## src/logic/hello_pkg.sv

```systemverilog
// ---------------------------------------------------------------------
// Shared types and constants for the hello register block
// Bus structs for the AXI-Lite style slave port, register map,
// the write-strobe struct between controller and register bank
// Imported by every RTL module and by the testbench
// ---------------------------------------------------------------------
`default_nettype none

package hello_pkg;

  // Bus widths
  localparam int DATA_W = 32;
  localparam int ADDR_W = 32;
  localparam int STRB_W = DATA_W / 8;
  localparam int RESP_W = 2;

  typedef logic [DATA_W-1:0] ocl_data_t;
  typedef logic [ADDR_W-1:0] ocl_addr_t;
  typedef logic [RESP_W-1:0] ocl_resp_t;

  // Everything the master drives
  typedef struct packed {
    logic              awvalid;
    ocl_addr_t         awaddr;
    logic              wvalid;
    ocl_data_t         wdata;
    // Carried only, every write is full word
    logic [STRB_W-1:0] wstrb;
    logic              bready;
    logic              arvalid;
    ocl_addr_t         araddr;
    logic              rready;
  } ocl_req_t;

  // Everything the slave drives
  typedef struct packed {
    logic      awready;
    logic      wready;
    logic      bvalid;
    ocl_resp_t bresp;
    logic      arready;
    logic      rvalid;
    ocl_data_t rdata;
    ocl_resp_t rresp;
  } ocl_rsp_t;

  // Controller to register bank, en is a one-cycle strobe
  typedef struct packed {
    logic      en;
    ocl_addr_t addr;
    ocl_data_t data;
  } reg_wr_t;

  // Register map
  localparam ocl_addr_t HELLO_ADDR = 32'h0000_0500;
  localparam ocl_addr_t VLED_ADDR  = 32'h0000_0504;
  localparam ocl_addr_t X_ADDR     = 32'h0000_0508;
  localparam ocl_addr_t Y_ADDR     = 32'h0000_050C;
  localparam ocl_addr_t Z_ADDR     = 32'h0000_0510;

  // Returned for any address outside the map
  localparam ocl_data_t UNIMPLEMENTED_VALUE = 32'hDEAF_BEEF;

  // Only response the block ever gives
  localparam ocl_resp_t RESP_OKAY = 2'b00;

endpackage

`default_nettype wire

```

## src/logic/hello_top.sv

```systemverilog
// ---------------------------------------------------------------------
// Top level of the hello register block
// Bus controller in front, register bank and LED status behind it
// VLED_W is set here and passed to both datapath blocks
// ---------------------------------------------------------------------
`timescale 1ns/1ns
`default_nettype none

module hello_top
  import hello_pkg::*;
#(
  parameter int VLED_W = 16
) (
  input  logic              clk_main_a0,
  input  logic              rst_main_n_sync,
  input  ocl_req_t          ocl_req,
  output ocl_rsp_t          ocl_rsp,
  input  logic [VLED_W-1:0] vdip,
  output logic [VLED_W-1:0] vled
);

  // ------------------------------------------------------------------
  // Internal wiring
  // ------------------------------------------------------------------
  // Controller to bank
  reg_wr_t           reg_wr;
  ocl_addr_t         rd_addr;
  // Bank back to controller
  ocl_data_t         rd_data;
  // Bank to LED block and back
  ocl_data_t         greeting;
  logic [VLED_W-1:0] vled_shadow;

  // ------------------------------------------------------------------
  // Bus controller
  // ------------------------------------------------------------------
  ocl_bus_ctrl u_bus_ctrl (
    .clk_main_a0     (clk_main_a0),
    .rst_main_n_sync (rst_main_n_sync),
    .ocl_req         (ocl_req),
    .ocl_rsp         (ocl_rsp),
    .reg_wr          (reg_wr),
    .rd_addr         (rd_addr),
    .rd_data         (rd_data)
  );

  // ------------------------------------------------------------------
  // Register bank
  // ------------------------------------------------------------------
  user_reg_bank #(
    .VLED_W (VLED_W)
  ) u_reg_bank (
    .clk_main_a0     (clk_main_a0),
    .rst_main_n_sync (rst_main_n_sync),
    .reg_wr          (reg_wr),
    .rd_addr         (rd_addr),
    .rd_data         (rd_data),
    .greeting        (greeting),
    .vled_shadow     (vled_shadow)
  );

  // ------------------------------------------------------------------
  // LED shadow and DIP masking
  // ------------------------------------------------------------------
  vled_status #(
    .VLED_W (VLED_W)
  ) u_vled_status (
    .clk_main_a0     (clk_main_a0),
    .rst_main_n_sync (rst_main_n_sync),
    .greeting        (greeting),
    .vdip            (vdip),
    .vled            (vled),
    .vled_shadow     (vled_shadow)
  );

endmodule

`default_nettype wire

```

## src/logic/ocl_bus_ctrl.sv

```systemverilog
// ---------------------------------------------------------------------
// Single-beat AXI-Lite style slave controller
// One write and one read in flight at a time; write becomes a
// one-cycle strobe into the register bank, read data is captured
// from the bank two edges after the address is accepted
// bvalid, rvalid and rdata are held until the master takes them
// ---------------------------------------------------------------------
`timescale 1ns/1ns
`default_nettype none

module ocl_bus_ctrl
  import hello_pkg::*;
(
  input  logic      clk_main_a0,
  input  logic      rst_main_n_sync,
  input  ocl_req_t  ocl_req,
  output ocl_rsp_t  ocl_rsp,
  output reg_wr_t   reg_wr,
  output ocl_addr_t rd_addr,
  input  ocl_data_t rd_data
);

  // ------------------------------------------------------------------
  // Write channel
  // ------------------------------------------------------------------
  logic      wr_active;
  ocl_addr_t wr_addr;
  logic      awready;
  logic      wready;
  logic      bvalid_q;

  // New address only while idle
  assign awready = ~wr_active;

  // Data taken in the same cycle it shows up
  // Blocked once the response is out so a stray beat is not re-accepted
  assign wready = wr_active & ~bvalid_q & ocl_req.wvalid;

  always_ff @(posedge clk_main_a0) begin
    if (!rst_main_n_sync) begin
      wr_active <= 1'b0;
      bvalid_q  <= 1'b0;
    end else begin
      // Active from the cycle after the address, until B handshake
      if (wr_active && bvalid_q && ocl_req.bready) begin
        wr_active <= 1'b0;
      end else if (!wr_active && ocl_req.awvalid) begin
        wr_active <= 1'b1;
      end
      // Response one cycle after the data beat
      if (bvalid_q && ocl_req.bready) begin
        bvalid_q <= 1'b0;
      end else if (wready) begin
        bvalid_q <= 1'b1;
      end
    end
  end

  // Address register, payload only
  always_ff @(posedge clk_main_a0) begin
    if (awready && ocl_req.awvalid) begin
      wr_addr <= ocl_req.awaddr;
    end
  end

  // Strobe into the bank, target updates at this edge
  assign reg_wr.en   = wready;
  assign reg_wr.addr = wr_addr;
  assign reg_wr.data = ocl_req.wdata;

  // ------------------------------------------------------------------
  // Read channel
  // ------------------------------------------------------------------
  logic      arready;
  logic      ar_accept;
  logic      rd_pending;
  logic      rd_lookup;
  ocl_addr_t rd_addr_q;
  logic      rvalid_q;
  ocl_data_t rdata_q;

  // Closed from accept until the data is taken
  assign arready   = ~rd_pending & ~rd_lookup & ~rvalid_q;
  assign ar_accept = ocl_req.arvalid & arready;

  always_ff @(posedge clk_main_a0) begin
    if (!rst_main_n_sync) begin
      rd_pending <= 1'b0;
      rd_lookup  <= 1'b0;
      rvalid_q   <= 1'b0;
      rdata_q    <= '0;
    end else begin
      // Two-stage pipe: accept, lookup, then data valid
      rd_pending <= ar_accept;
      rd_lookup  <= rd_pending;
      if (rvalid_q && ocl_req.rready) begin
        rvalid_q <= 1'b0;
        rdata_q  <= '0;
      end else if (rd_lookup) begin
        rvalid_q <= 1'b1;
        rdata_q  <= rd_data;
      end
    end
  end

  // Latched only on the accepting edge
  always_ff @(posedge clk_main_a0) begin
    if (ar_accept) begin
      rd_addr_q <= ocl_req.araddr;
    end
  end

  // Bank decodes this combinationally
  assign rd_addr = rd_addr_q;

  // ------------------------------------------------------------------
  // Slave outputs
  // ------------------------------------------------------------------
  assign ocl_rsp.awready = awready;
  assign ocl_rsp.wready  = wready;
  assign ocl_rsp.bvalid  = bvalid_q;
  assign ocl_rsp.bresp   = RESP_OKAY;
  assign ocl_rsp.arready = arready;
  assign ocl_rsp.rvalid  = rvalid_q;
  assign ocl_rsp.rdata   = rdata_q;
  assign ocl_rsp.rresp   = RESP_OKAY;

  // Write response held under back-pressure
  a_bvalid_hold: assert property (@(posedge clk_main_a0) disable iff (!rst_main_n_sync)
    bvalid_q && !ocl_req.bready |=> bvalid_q);

  // Read data frozen while the master stalls
  a_rdata_stable: assert property (@(posedge clk_main_a0) disable iff (!rst_main_n_sync)
    rvalid_q && !ocl_req.rready |=> rvalid_q && $stable(rdata_q));

  // One data beat per write, answered on the next cycle
  a_wready_once: assert property (@(posedge clk_main_a0) disable iff (!rst_main_n_sync)
    wready |=> bvalid_q && !wready);

endmodule

`default_nettype wire

```

## src/logic/user_reg_bank.sv

```systemverilog
// ---------------------------------------------------------------------
// Register bank behind the bus controller
// Greeting, X and Y load on the write strobe; Z is their sum
// Read mux is combinational on rd_addr, the controller captures it
// Greeting reads back byte-swapped, VLED shadow zero-extended
// ---------------------------------------------------------------------
`timescale 1ns/1ns
`default_nettype none

module user_reg_bank
  import hello_pkg::*;
#(
  parameter int VLED_W = 16
) (
  input  logic              clk_main_a0,
  input  logic              rst_main_n_sync,
  input  reg_wr_t           reg_wr,
  input  ocl_addr_t         rd_addr,
  output ocl_data_t         rd_data,
  output ocl_data_t         greeting,
  input  logic [VLED_W-1:0] vled_shadow
);

  // ------------------------------------------------------------------
  // Writable registers
  // ------------------------------------------------------------------
  ocl_data_t greeting_q;
  ocl_data_t x_q;
  ocl_data_t y_q;

  always_ff @(posedge clk_main_a0) begin
    if (!rst_main_n_sync) begin
      greeting_q <= '0;
      x_q        <= '0;
      y_q        <= '0;
    end else if (reg_wr.en) begin
      case (reg_wr.addr)
        HELLO_ADDR: greeting_q <= reg_wr.data;
        X_ADDR:     x_q        <= reg_wr.data;
        Y_ADDR:     y_q        <= reg_wr.data;
        // VLED and Z are read-only, others unmapped
        default: ;
      endcase
    end
  end

  // To the LED shadow
  assign greeting = greeting_q;

  // ------------------------------------------------------------------
  // Derived read values
  // ------------------------------------------------------------------
  ocl_data_t z_sum;
  ocl_data_t hello_swapped;
  ocl_data_t vled_ext;

  // Wraps modulo 2^DATA_W
  assign z_sum = x_q + y_q;

  // Byte order reversed, byte 0 lands on top
  always_comb begin
    for (int i = 0; i < DATA_W / 8; i++) begin
      hello_swapped[DATA_W-8*(i+1) +: 8] = greeting_q[8*i +: 8];
    end
  end

  // Upper bits read as zero
  assign vled_ext = {{(DATA_W-VLED_W){1'b0}}, vled_shadow};

  // ------------------------------------------------------------------
  // Read mux
  // ------------------------------------------------------------------
  // X and Y are write-only and fall to the default
  always_comb begin
    case (rd_addr)
      HELLO_ADDR: rd_data = hello_swapped;
      VLED_ADDR:  rd_data = vled_ext;
      Z_ADDR:     rd_data = z_sum;
      default:    rd_data = UNIMPLEMENTED_VALUE;
    endcase
  end

endmodule

`default_nettype wire

```

## src/logic/vled_status.sv

```systemverilog
// ---------------------------------------------------------------------
// Virtual LED status
// Shadows the low VLED_W bits of the greeting register,
// brings the DIP switches in through a two-flop synchronizer
// and drives the LEDs as the registered AND of both
// ---------------------------------------------------------------------
`timescale 1ns/1ns
`default_nettype none

module vled_status
  import hello_pkg::*;
#(
  // Must not exceed DATA_W
  parameter int VLED_W = 16
) (
  input  logic              clk_main_a0,
  input  logic              rst_main_n_sync,
  input  ocl_data_t         greeting,
  input  logic [VLED_W-1:0] vdip,
  output logic [VLED_W-1:0] vled,
  output logic [VLED_W-1:0] vled_shadow
);

  logic [VLED_W-1:0] shadow_q;
  logic [VLED_W-1:0] vdip_meta;
  logic [VLED_W-1:0] vdip_sync;
  logic [VLED_W-1:0] vled_q;

  always_ff @(posedge clk_main_a0) begin
    if (!rst_main_n_sync) begin
      shadow_q  <= '0;
      vdip_meta <= '0;
      vdip_sync <= '0;
      vled_q    <= '0;
    end else begin
      // One cycle behind the greeting register
      shadow_q  <= greeting[VLED_W-1:0];
      // Switches are asynchronous to clk_main_a0
      vdip_meta <= vdip;
      vdip_sync <= vdip_meta;
      // Switch low forces its LED off
      vled_q    <= shadow_q & vdip_sync;
    end
  end

  assign vled        = vled_q;
  assign vled_shadow = shadow_q;

  // No LED lit unless its switch was on at the pin three edges back
  a_vled_masked: assert property (@(posedge clk_main_a0) disable iff (!rst_main_n_sync)
    (vled & ~$past(vdip, 3)) == '0);

endmodule

`default_nettype wire

```

## config.mk

```make
export PLATFORM = sky130hd
export DESIGN_NAME = hello_top
export DESIGN_NICKNAME = d
export VERILOG_FILES = /design/src/logic/hello_pkg.sv /design/src/logic/hello_top.sv /design/src/logic/ocl_bus_ctrl.sv /design/src/logic/user_reg_bank.sv /design/src/logic/vled_status.sv
export SDC_FILE = /design/constraint.sdc
export NUM_CORES = 1
export LEC_CHECK = 0
export ABC_AREA = 1
export BUFFER_PORTS_ARGS = -buffer_cell sky130_fd_sc_hd__buf_4
export CAP_MARGIN = 15
export CELL_PAD_IN_SITES_DETAIL_PLACEMENT = 1
export CELL_PAD_IN_SITES_GLOBAL_PLACEMENT = 1
export CORE_MARGIN = 2
export CORE_UTILIZATION = 30
export DETAILED_ROUTE_END_ITERATION = 6
export GPL_ROUTABILITY_DRIVEN = 1
export PLACE_DENSITY = 0.69
export SLEW_MARGIN = 20
export SYNTH_ARGS = -nofsm -noshare
export SYNTH_HDL_FRONTEND = slang
export SYNTH_SLANG_ARGS = --single-unit
export TNS_END_PERCENT = 10
```

## constraint.sdc

```tcl
create_clock -name clk_main_a0 -period 3.55 [get_ports clk_main_a0]
set_clock_uncertainty 0.2 [all_clocks]
set_input_delay 0.355 -clock clk_main_a0 [delete_from_list [all_inputs] [get_ports clk_main_a0]]
set_output_delay 0.355 -clock clk_main_a0 [all_outputs]
set_load 0.05 [all_outputs]
```

[Word-level counts from Yosys, hierarchy flattened]
Index checks and enable logic that the tools add are counted.
Word-level totals
  bits in registers: 261
  input port bits: 123
  output and inout bits: 57
Cells by class
  add/subtract/negate cells: 1
  equality and inequality tests: 6
  muxes and demuxes: 1
  bitwise gates (word level): 12
  reductions and logical operators: 13
Operators with widths (number)
  32-bit by 11-bit equality test with 1-bit output, second input constant: 6
  32-bit one-hot mux with 3 select lines: 1
  32-bit adder: 1
  16-bit AND: 1
  1-bit logical AND: 6
  1-bit inverter: 6
  2-bit AND reduction: 3
  2-bit OR reduction: 3
  1-bit AND: 5
  1-bit logical NOT: 1

[Longest topological paths before layout]
  depth after elaboration: 4
  gate-level depth with buffers: 14

[By module]
Synthesis repeated with hierarchy kept, for this count alone.
Second synthesis, totals
  cells, all modules: 1687
  area total of the unflattened synthesis: 12638.4 µm²
Modules (own cells, without submodules)
  user_reg_bank: times used 1, cells each 1214, area each 7056.8 µm², seq. area each 1921.8 µm²
  ocl_bus_ctrl: times used 1, cells each 274, area each 3746.1 µm², seq. area each 2662.6 µm²
  vled_status: times used 1, cells each 199, area each 1835.5 µm², seq. area each 1281.2 µm²

[Worst setup path after synthesis]
OpenSTA, ideal clock, no wires.
  path type: register to register
  start: register u_bus_ctrl.rd_lookup
  end: register u_bus_ctrl.rd_addr_q[0] (netlist: u_bus_ctrl.rd_addr[0]), enable pin
  library setup time: 0.461 ns
  arrival time: 2.763 ns
  data required time: 2.889 ns
  path slack: 0.126 ns
  stages on the path, launching flop included: 4
  path buffers: 0
  period minus slack after synthesis: 3.424 ns
  cells stage by stage: dfxtp_1 > clkinv_1 > nand2_1 > nor3_1
On the way
  word-level cells in the longest chain between the ends: 4
Ends and longest elaborated chain
  from (decl): RTL line ocl_bus_ctrl.sv:77  | logic rd_lookup;
  from (signal assigned): RTL line ocl_bus_ctrl.sv:95  | rd_lookup <= rd_pending;
  1-bit inverter: RTL line ocl_bus_ctrl.sv:83  | assign arready = ~rd_pending & ~rd_lookup & ~rvalid_q;
  1-bit AND (2 in series): RTL line ocl_bus_ctrl.sv:83
  1-bit AND: RTL line ocl_bus_ctrl.sv:84  | assign ar_accept = ocl_req.arvalid & arready;
  net u_bus_ctrl.ar_accept: RTL line ocl_bus_ctrl.sv:75  | logic ar_accept;
  to (signal assigned): RTL line ocl_bus_ctrl.sv:109  | rd_addr_q <= ocl_req.araddr;
  to (decl): RTL line ocl_bus_ctrl.sv:78  | ocl_addr_t rd_addr_q;
The timed path passes the listed nets, and every way through them passes these cells.
A chain may end at the register's enable or synchronous reset.

[Worst setup path in the final report]
  start: register u_bus_ctrl.rd_addr_q[19] (netlist: u_bus_ctrl.rd_addr[19])
  end: register u_bus_ctrl.rdata_q[29]
On the way
  word-level cells in the longest chain between the ends: 2
  elaborated cells between the ends (all ways): 4
  those cells by class: eq/ne: 3; mux: 1
Ends and longest elaborated chain
  32-bit by 11-bit equality test with 1-bit output: RTL line user_reg_bank.sv:75  | case (rd_addr)
  32-bit one-hot mux with 3 select lines *: RTL line user_reg_bank.sv:75
  to (signal assigned): RTL line ocl_bus_ctrl.sv:101  | rdata_q <= rd_data;
  to (decl): RTL line ocl_bus_ctrl.sv:80  | ocl_data_t rdata_q;
Mark *: on every way between the ends. The rest lies on a longest branch, timed or not.

==> run_results.csv <==
group,metric,value,unit
worst_setup_path,cp-start-kind,"flop",
clock_tree,h-tree-depth,1,
synthesis,synthCells,1519,
worst_setup_path,arrival,2910,ps
global_routing,grt_util_met3,0.0340,
power,p_sw_frac,0.239,
global_routing,grt_max_degree,148,
run,drv.max_cap_violation_count,0,
die,die_height,202,um
clock_tree,clk_pin_slew,70,ps
clock_tree,clock_latency,580,ps
worst_setup_path,cp-end-kind,"flop",
global_routing,track_usage,0.202,
die,core_area,38700,sq um
sta,drv_slew,0,
worst_setup_path,required,3840,ps
global_routing,grt_busiest_layer,"met2",
placement,dp_hpwl,28500,um
power,p_leak,7.11,nW
synthesis,yosysSeqAreaShare,0.498,
final_layout,nFillCells,4639,
synthesis,synth_area,11800,sq um
clock_tree,cts_hold_buf,115,
power,power_switching,0.00164,W
sta,post-route-min-period,2610,ps
power,p_per_area,438,nW/um^2
power,internal-power,0.00521,W
clock_tree,cts_setup_buffers,0,
synthesis,async_reset_ff_frac,0,
die,die_w,202,um
run_status,outcome,"completed",
clock_tree,numCtsBuffers,29,
placement,io_buffers,171,
sta,fin_hold_ws,46.7,ps
sta,max_slew_margin,0.445,
die,die_area,40900,sq um
synthesis,synth_top_cells_by_count,"nand2_1, dfxtp_1, nor2_1",
routing,first_pass_iters,4,
power,seqPwrFrac,0.466,
routing,routed_via_density,4.82,
power,clkPwrFrac,0.455,
die,fp-row-count,72,
power,p_comb_frac,0.080,
synthesis,ys_ff_latch,261,
clock_tree,cts_resized,0,
sta,setup-tns-final,0,ps
routing,drt_wl_total,41600,um
synthesis,synth_largest_area_cell,"dfxtp_1",
clock_tree,cts-root-buf,"clkbuf_16",
global_routing,grtUsageMet2,0.361,
synthesis,synthTopCellsByArea,"dfxtp_1, edfxtp_1, nand2_1, a21oi_1, nand3_1",
clock_tree,clockBufferDepth,3,
final_layout,drive_gt1_frac,0.142,
worst_setup_path,worst-path-max-fanout,13,
sta,timing.fmax,383,MHz
synthesis,yosysTopAreaCellShare,0.335,
routing,post_drt_wl_per_cell,18.0,um
sta,worst_slew_pin_slew,830,ps
sta,grt_setup_unrepaired,"false",
worst_setup_path,critPathKind,"reg -> reg",
routing,num_vias,11200,
final_layout,final_nets,1933,
routing,drc,0,
sta,setup_viol,0,
global_routing,antenna_found_initial,0,
global_routing,grt_overflow,0,
global_routing,use_met1,0.257,
sta,post-route-period-util,0.736,
placement,gp_congestion,0.899,
power,irDropWorstVdd,350,uV
synthesis,synth_flop_cell,"dfxtp_1",
synthesis,synth_cell_types,41,
die,initial_core_util,0.304,
synthesis,synth_edf_count,64,
sta,hold_viol_final,0,
routing,drtIter0Drc,542,
hold_path,hp-class,"in -> reg",
die,ioPinCount,180,
global_routing,grt_pass1_wl,65000,um
synthesis,yosysMostFrequentCell,"nand2_1",
synthesis,synth.avg_cell_area,7.76,sq um
routing,postRouteAntennaNets,0,
global_routing,grt_pass1_vias,11600,
clock_tree,cts_sinks,261,
clock_tree,tritoncts,"yes",
final_layout,synthToLayoutAreaGrowth,32.6,%
final_layout,n_antenna_cell,0,
synthesis,yosysWarnings,0,
## path summary, 6_finish.rpt
path / cells after the start / startpoint / to / slack (ps)
min reg2reg: 2 / u_vled_status.vdip_sync[5] / u_vled_status.vled[5] / 210
max: 11 / u_bus_ctrl.rd_addr[19] / u_bus_ctrl.rdata_q[29] / 940
min: 4 / ocl_req[0] / u_bus_ctrl.rdata_q[8] / 50
max reg2reg: 11 / u_bus_ctrl.rd_addr[19] / u_bus_ctrl.rdata_q[29] / 940
## power by group through the flow
| stage | sequential, W | combinational, W | clock, W |
|---|---|---|---|
| 3_3_place_gp | 0.00325 | 0.000422 | 0 |
| 6_report | 0.00319 | 0.000545 | 0.00311 |
| 5_1_grt | 0.00320 | 0.000590 | 0.00328 |
| 4_1_cts | 0.00319 | 0.000536 | 0.00316 |
| 2_1_floorplan | 0.00329 | 0.000189 | 0 |
| 3_5_place_dp | 0.00325 | 0.000433 | 0 |
## final cells by class
| cell class | instances | area [sq um] | share of cell area |
|---|---|---|---|
| flip-flops and latches | 261 | 5870 | 0.375 |
| multi-input cells | 1011 | 4890 | 0.313 |
| repair buffers | 300 | 2590 | 0.166 |
| clock buffers | 40 | 817 | 0.0523 |
| inverters | 175 | 657 | 0.0420 |
| well taps | 518 | 648 | 0.0415 |
| clock inverters | 12 | 151 | 0.00969 |
## metrics by stage
step	utilization	power [W]	instance area, sq um	cells	setup WS (ps)
after floorplan	-	0.00348	11800	1522	126
after global placement	0.349	0.00367	13500	2150	973
after detailed placement	0.349	0.00368	13500	2150	917
after CTS	0.403	0.00688	15600	2317	905
after global routing	0.403	0.00707	15600	2317	697
final	0.403	0.00685	15600	2317	937
## flip-flops by register name, summed over array words and instances, names as in the netlist, 16 cells and up
name                       flops
u_reg_bank.x_q                32
u_vled_status.vdip_sync       16
u_reg_bank.greeting           32
u_bus_ctrl.rd_addr            32
u_reg_bank.y_q                32
u_bus_ctrl.wr_addr            32
u_vled_status.vled_shadow     16
u_bus_ctrl.rdata_q            32
u_vled_status.vdip_meta       16
u_vled_status.vled            16
## per-layer routing
metal	up-vias	part of all wire
li1	5456	-
met1	5387	0.44
met2	277	0.49
met3	50	0.053
met4	0	0.019
met5	-	0
## kinds of logic (layout without fill, tap and decap cells)
logic type	after synthesis	in the layout	share of synthesized area
xor gates and xnor gates	8	8	0.00595
and+or+nand+nor	708	708	0.253
AOI/OAI and AO/OA	259	259	0.119
DFF	261	261	0.498
other	1	4	0.000318
adders and majority gates	32	32	0.0346
buffers and inverters	250	527	0.0897
## critical path: stages (launching register included)
cell      delay, ps
edfxtp_1        400
nor2_1          140
nand2_1          60
nor2_1          100
nand2_1         150
nor2_1          260
inv_1            90
o21ai_2         580
inv_2           100
nor2_2          230
nand2_1         100
a21oi_1         120
## cells in the final DEF (no fill, tap or decap), types with 2 or more instances in the layout
cell,instances
nand2_1,356
dfxtp_1,197
buf_4,181
nor2_1,169
inv_1,168
a21oi_1,155
nand3_1,130
dlygate4sd3_1,115
edfxtp_1,64
o21ai_0,35
ha_1,31
o21ai_1,30
clkbuf_16,29
a31oi_1,21
nand4_1,13
or2_2,9
nor3_1,8
o21bai_1,8
clkinv_1,6
clkbuf_1,6
inv_2,5
nor4_1,5
xnor2_1,5
clkbuf_8,5
nand3b_1,4
conb_1,4
buf_12,4
and2_1,3
a41oi_2,3
xor2_1,3
bufinv_16,3
a21o_1,2
nor2_2,2
a41oi_1,2
nor2_4,2
nor4_2,2
Power figures use the tool's default switching activity.
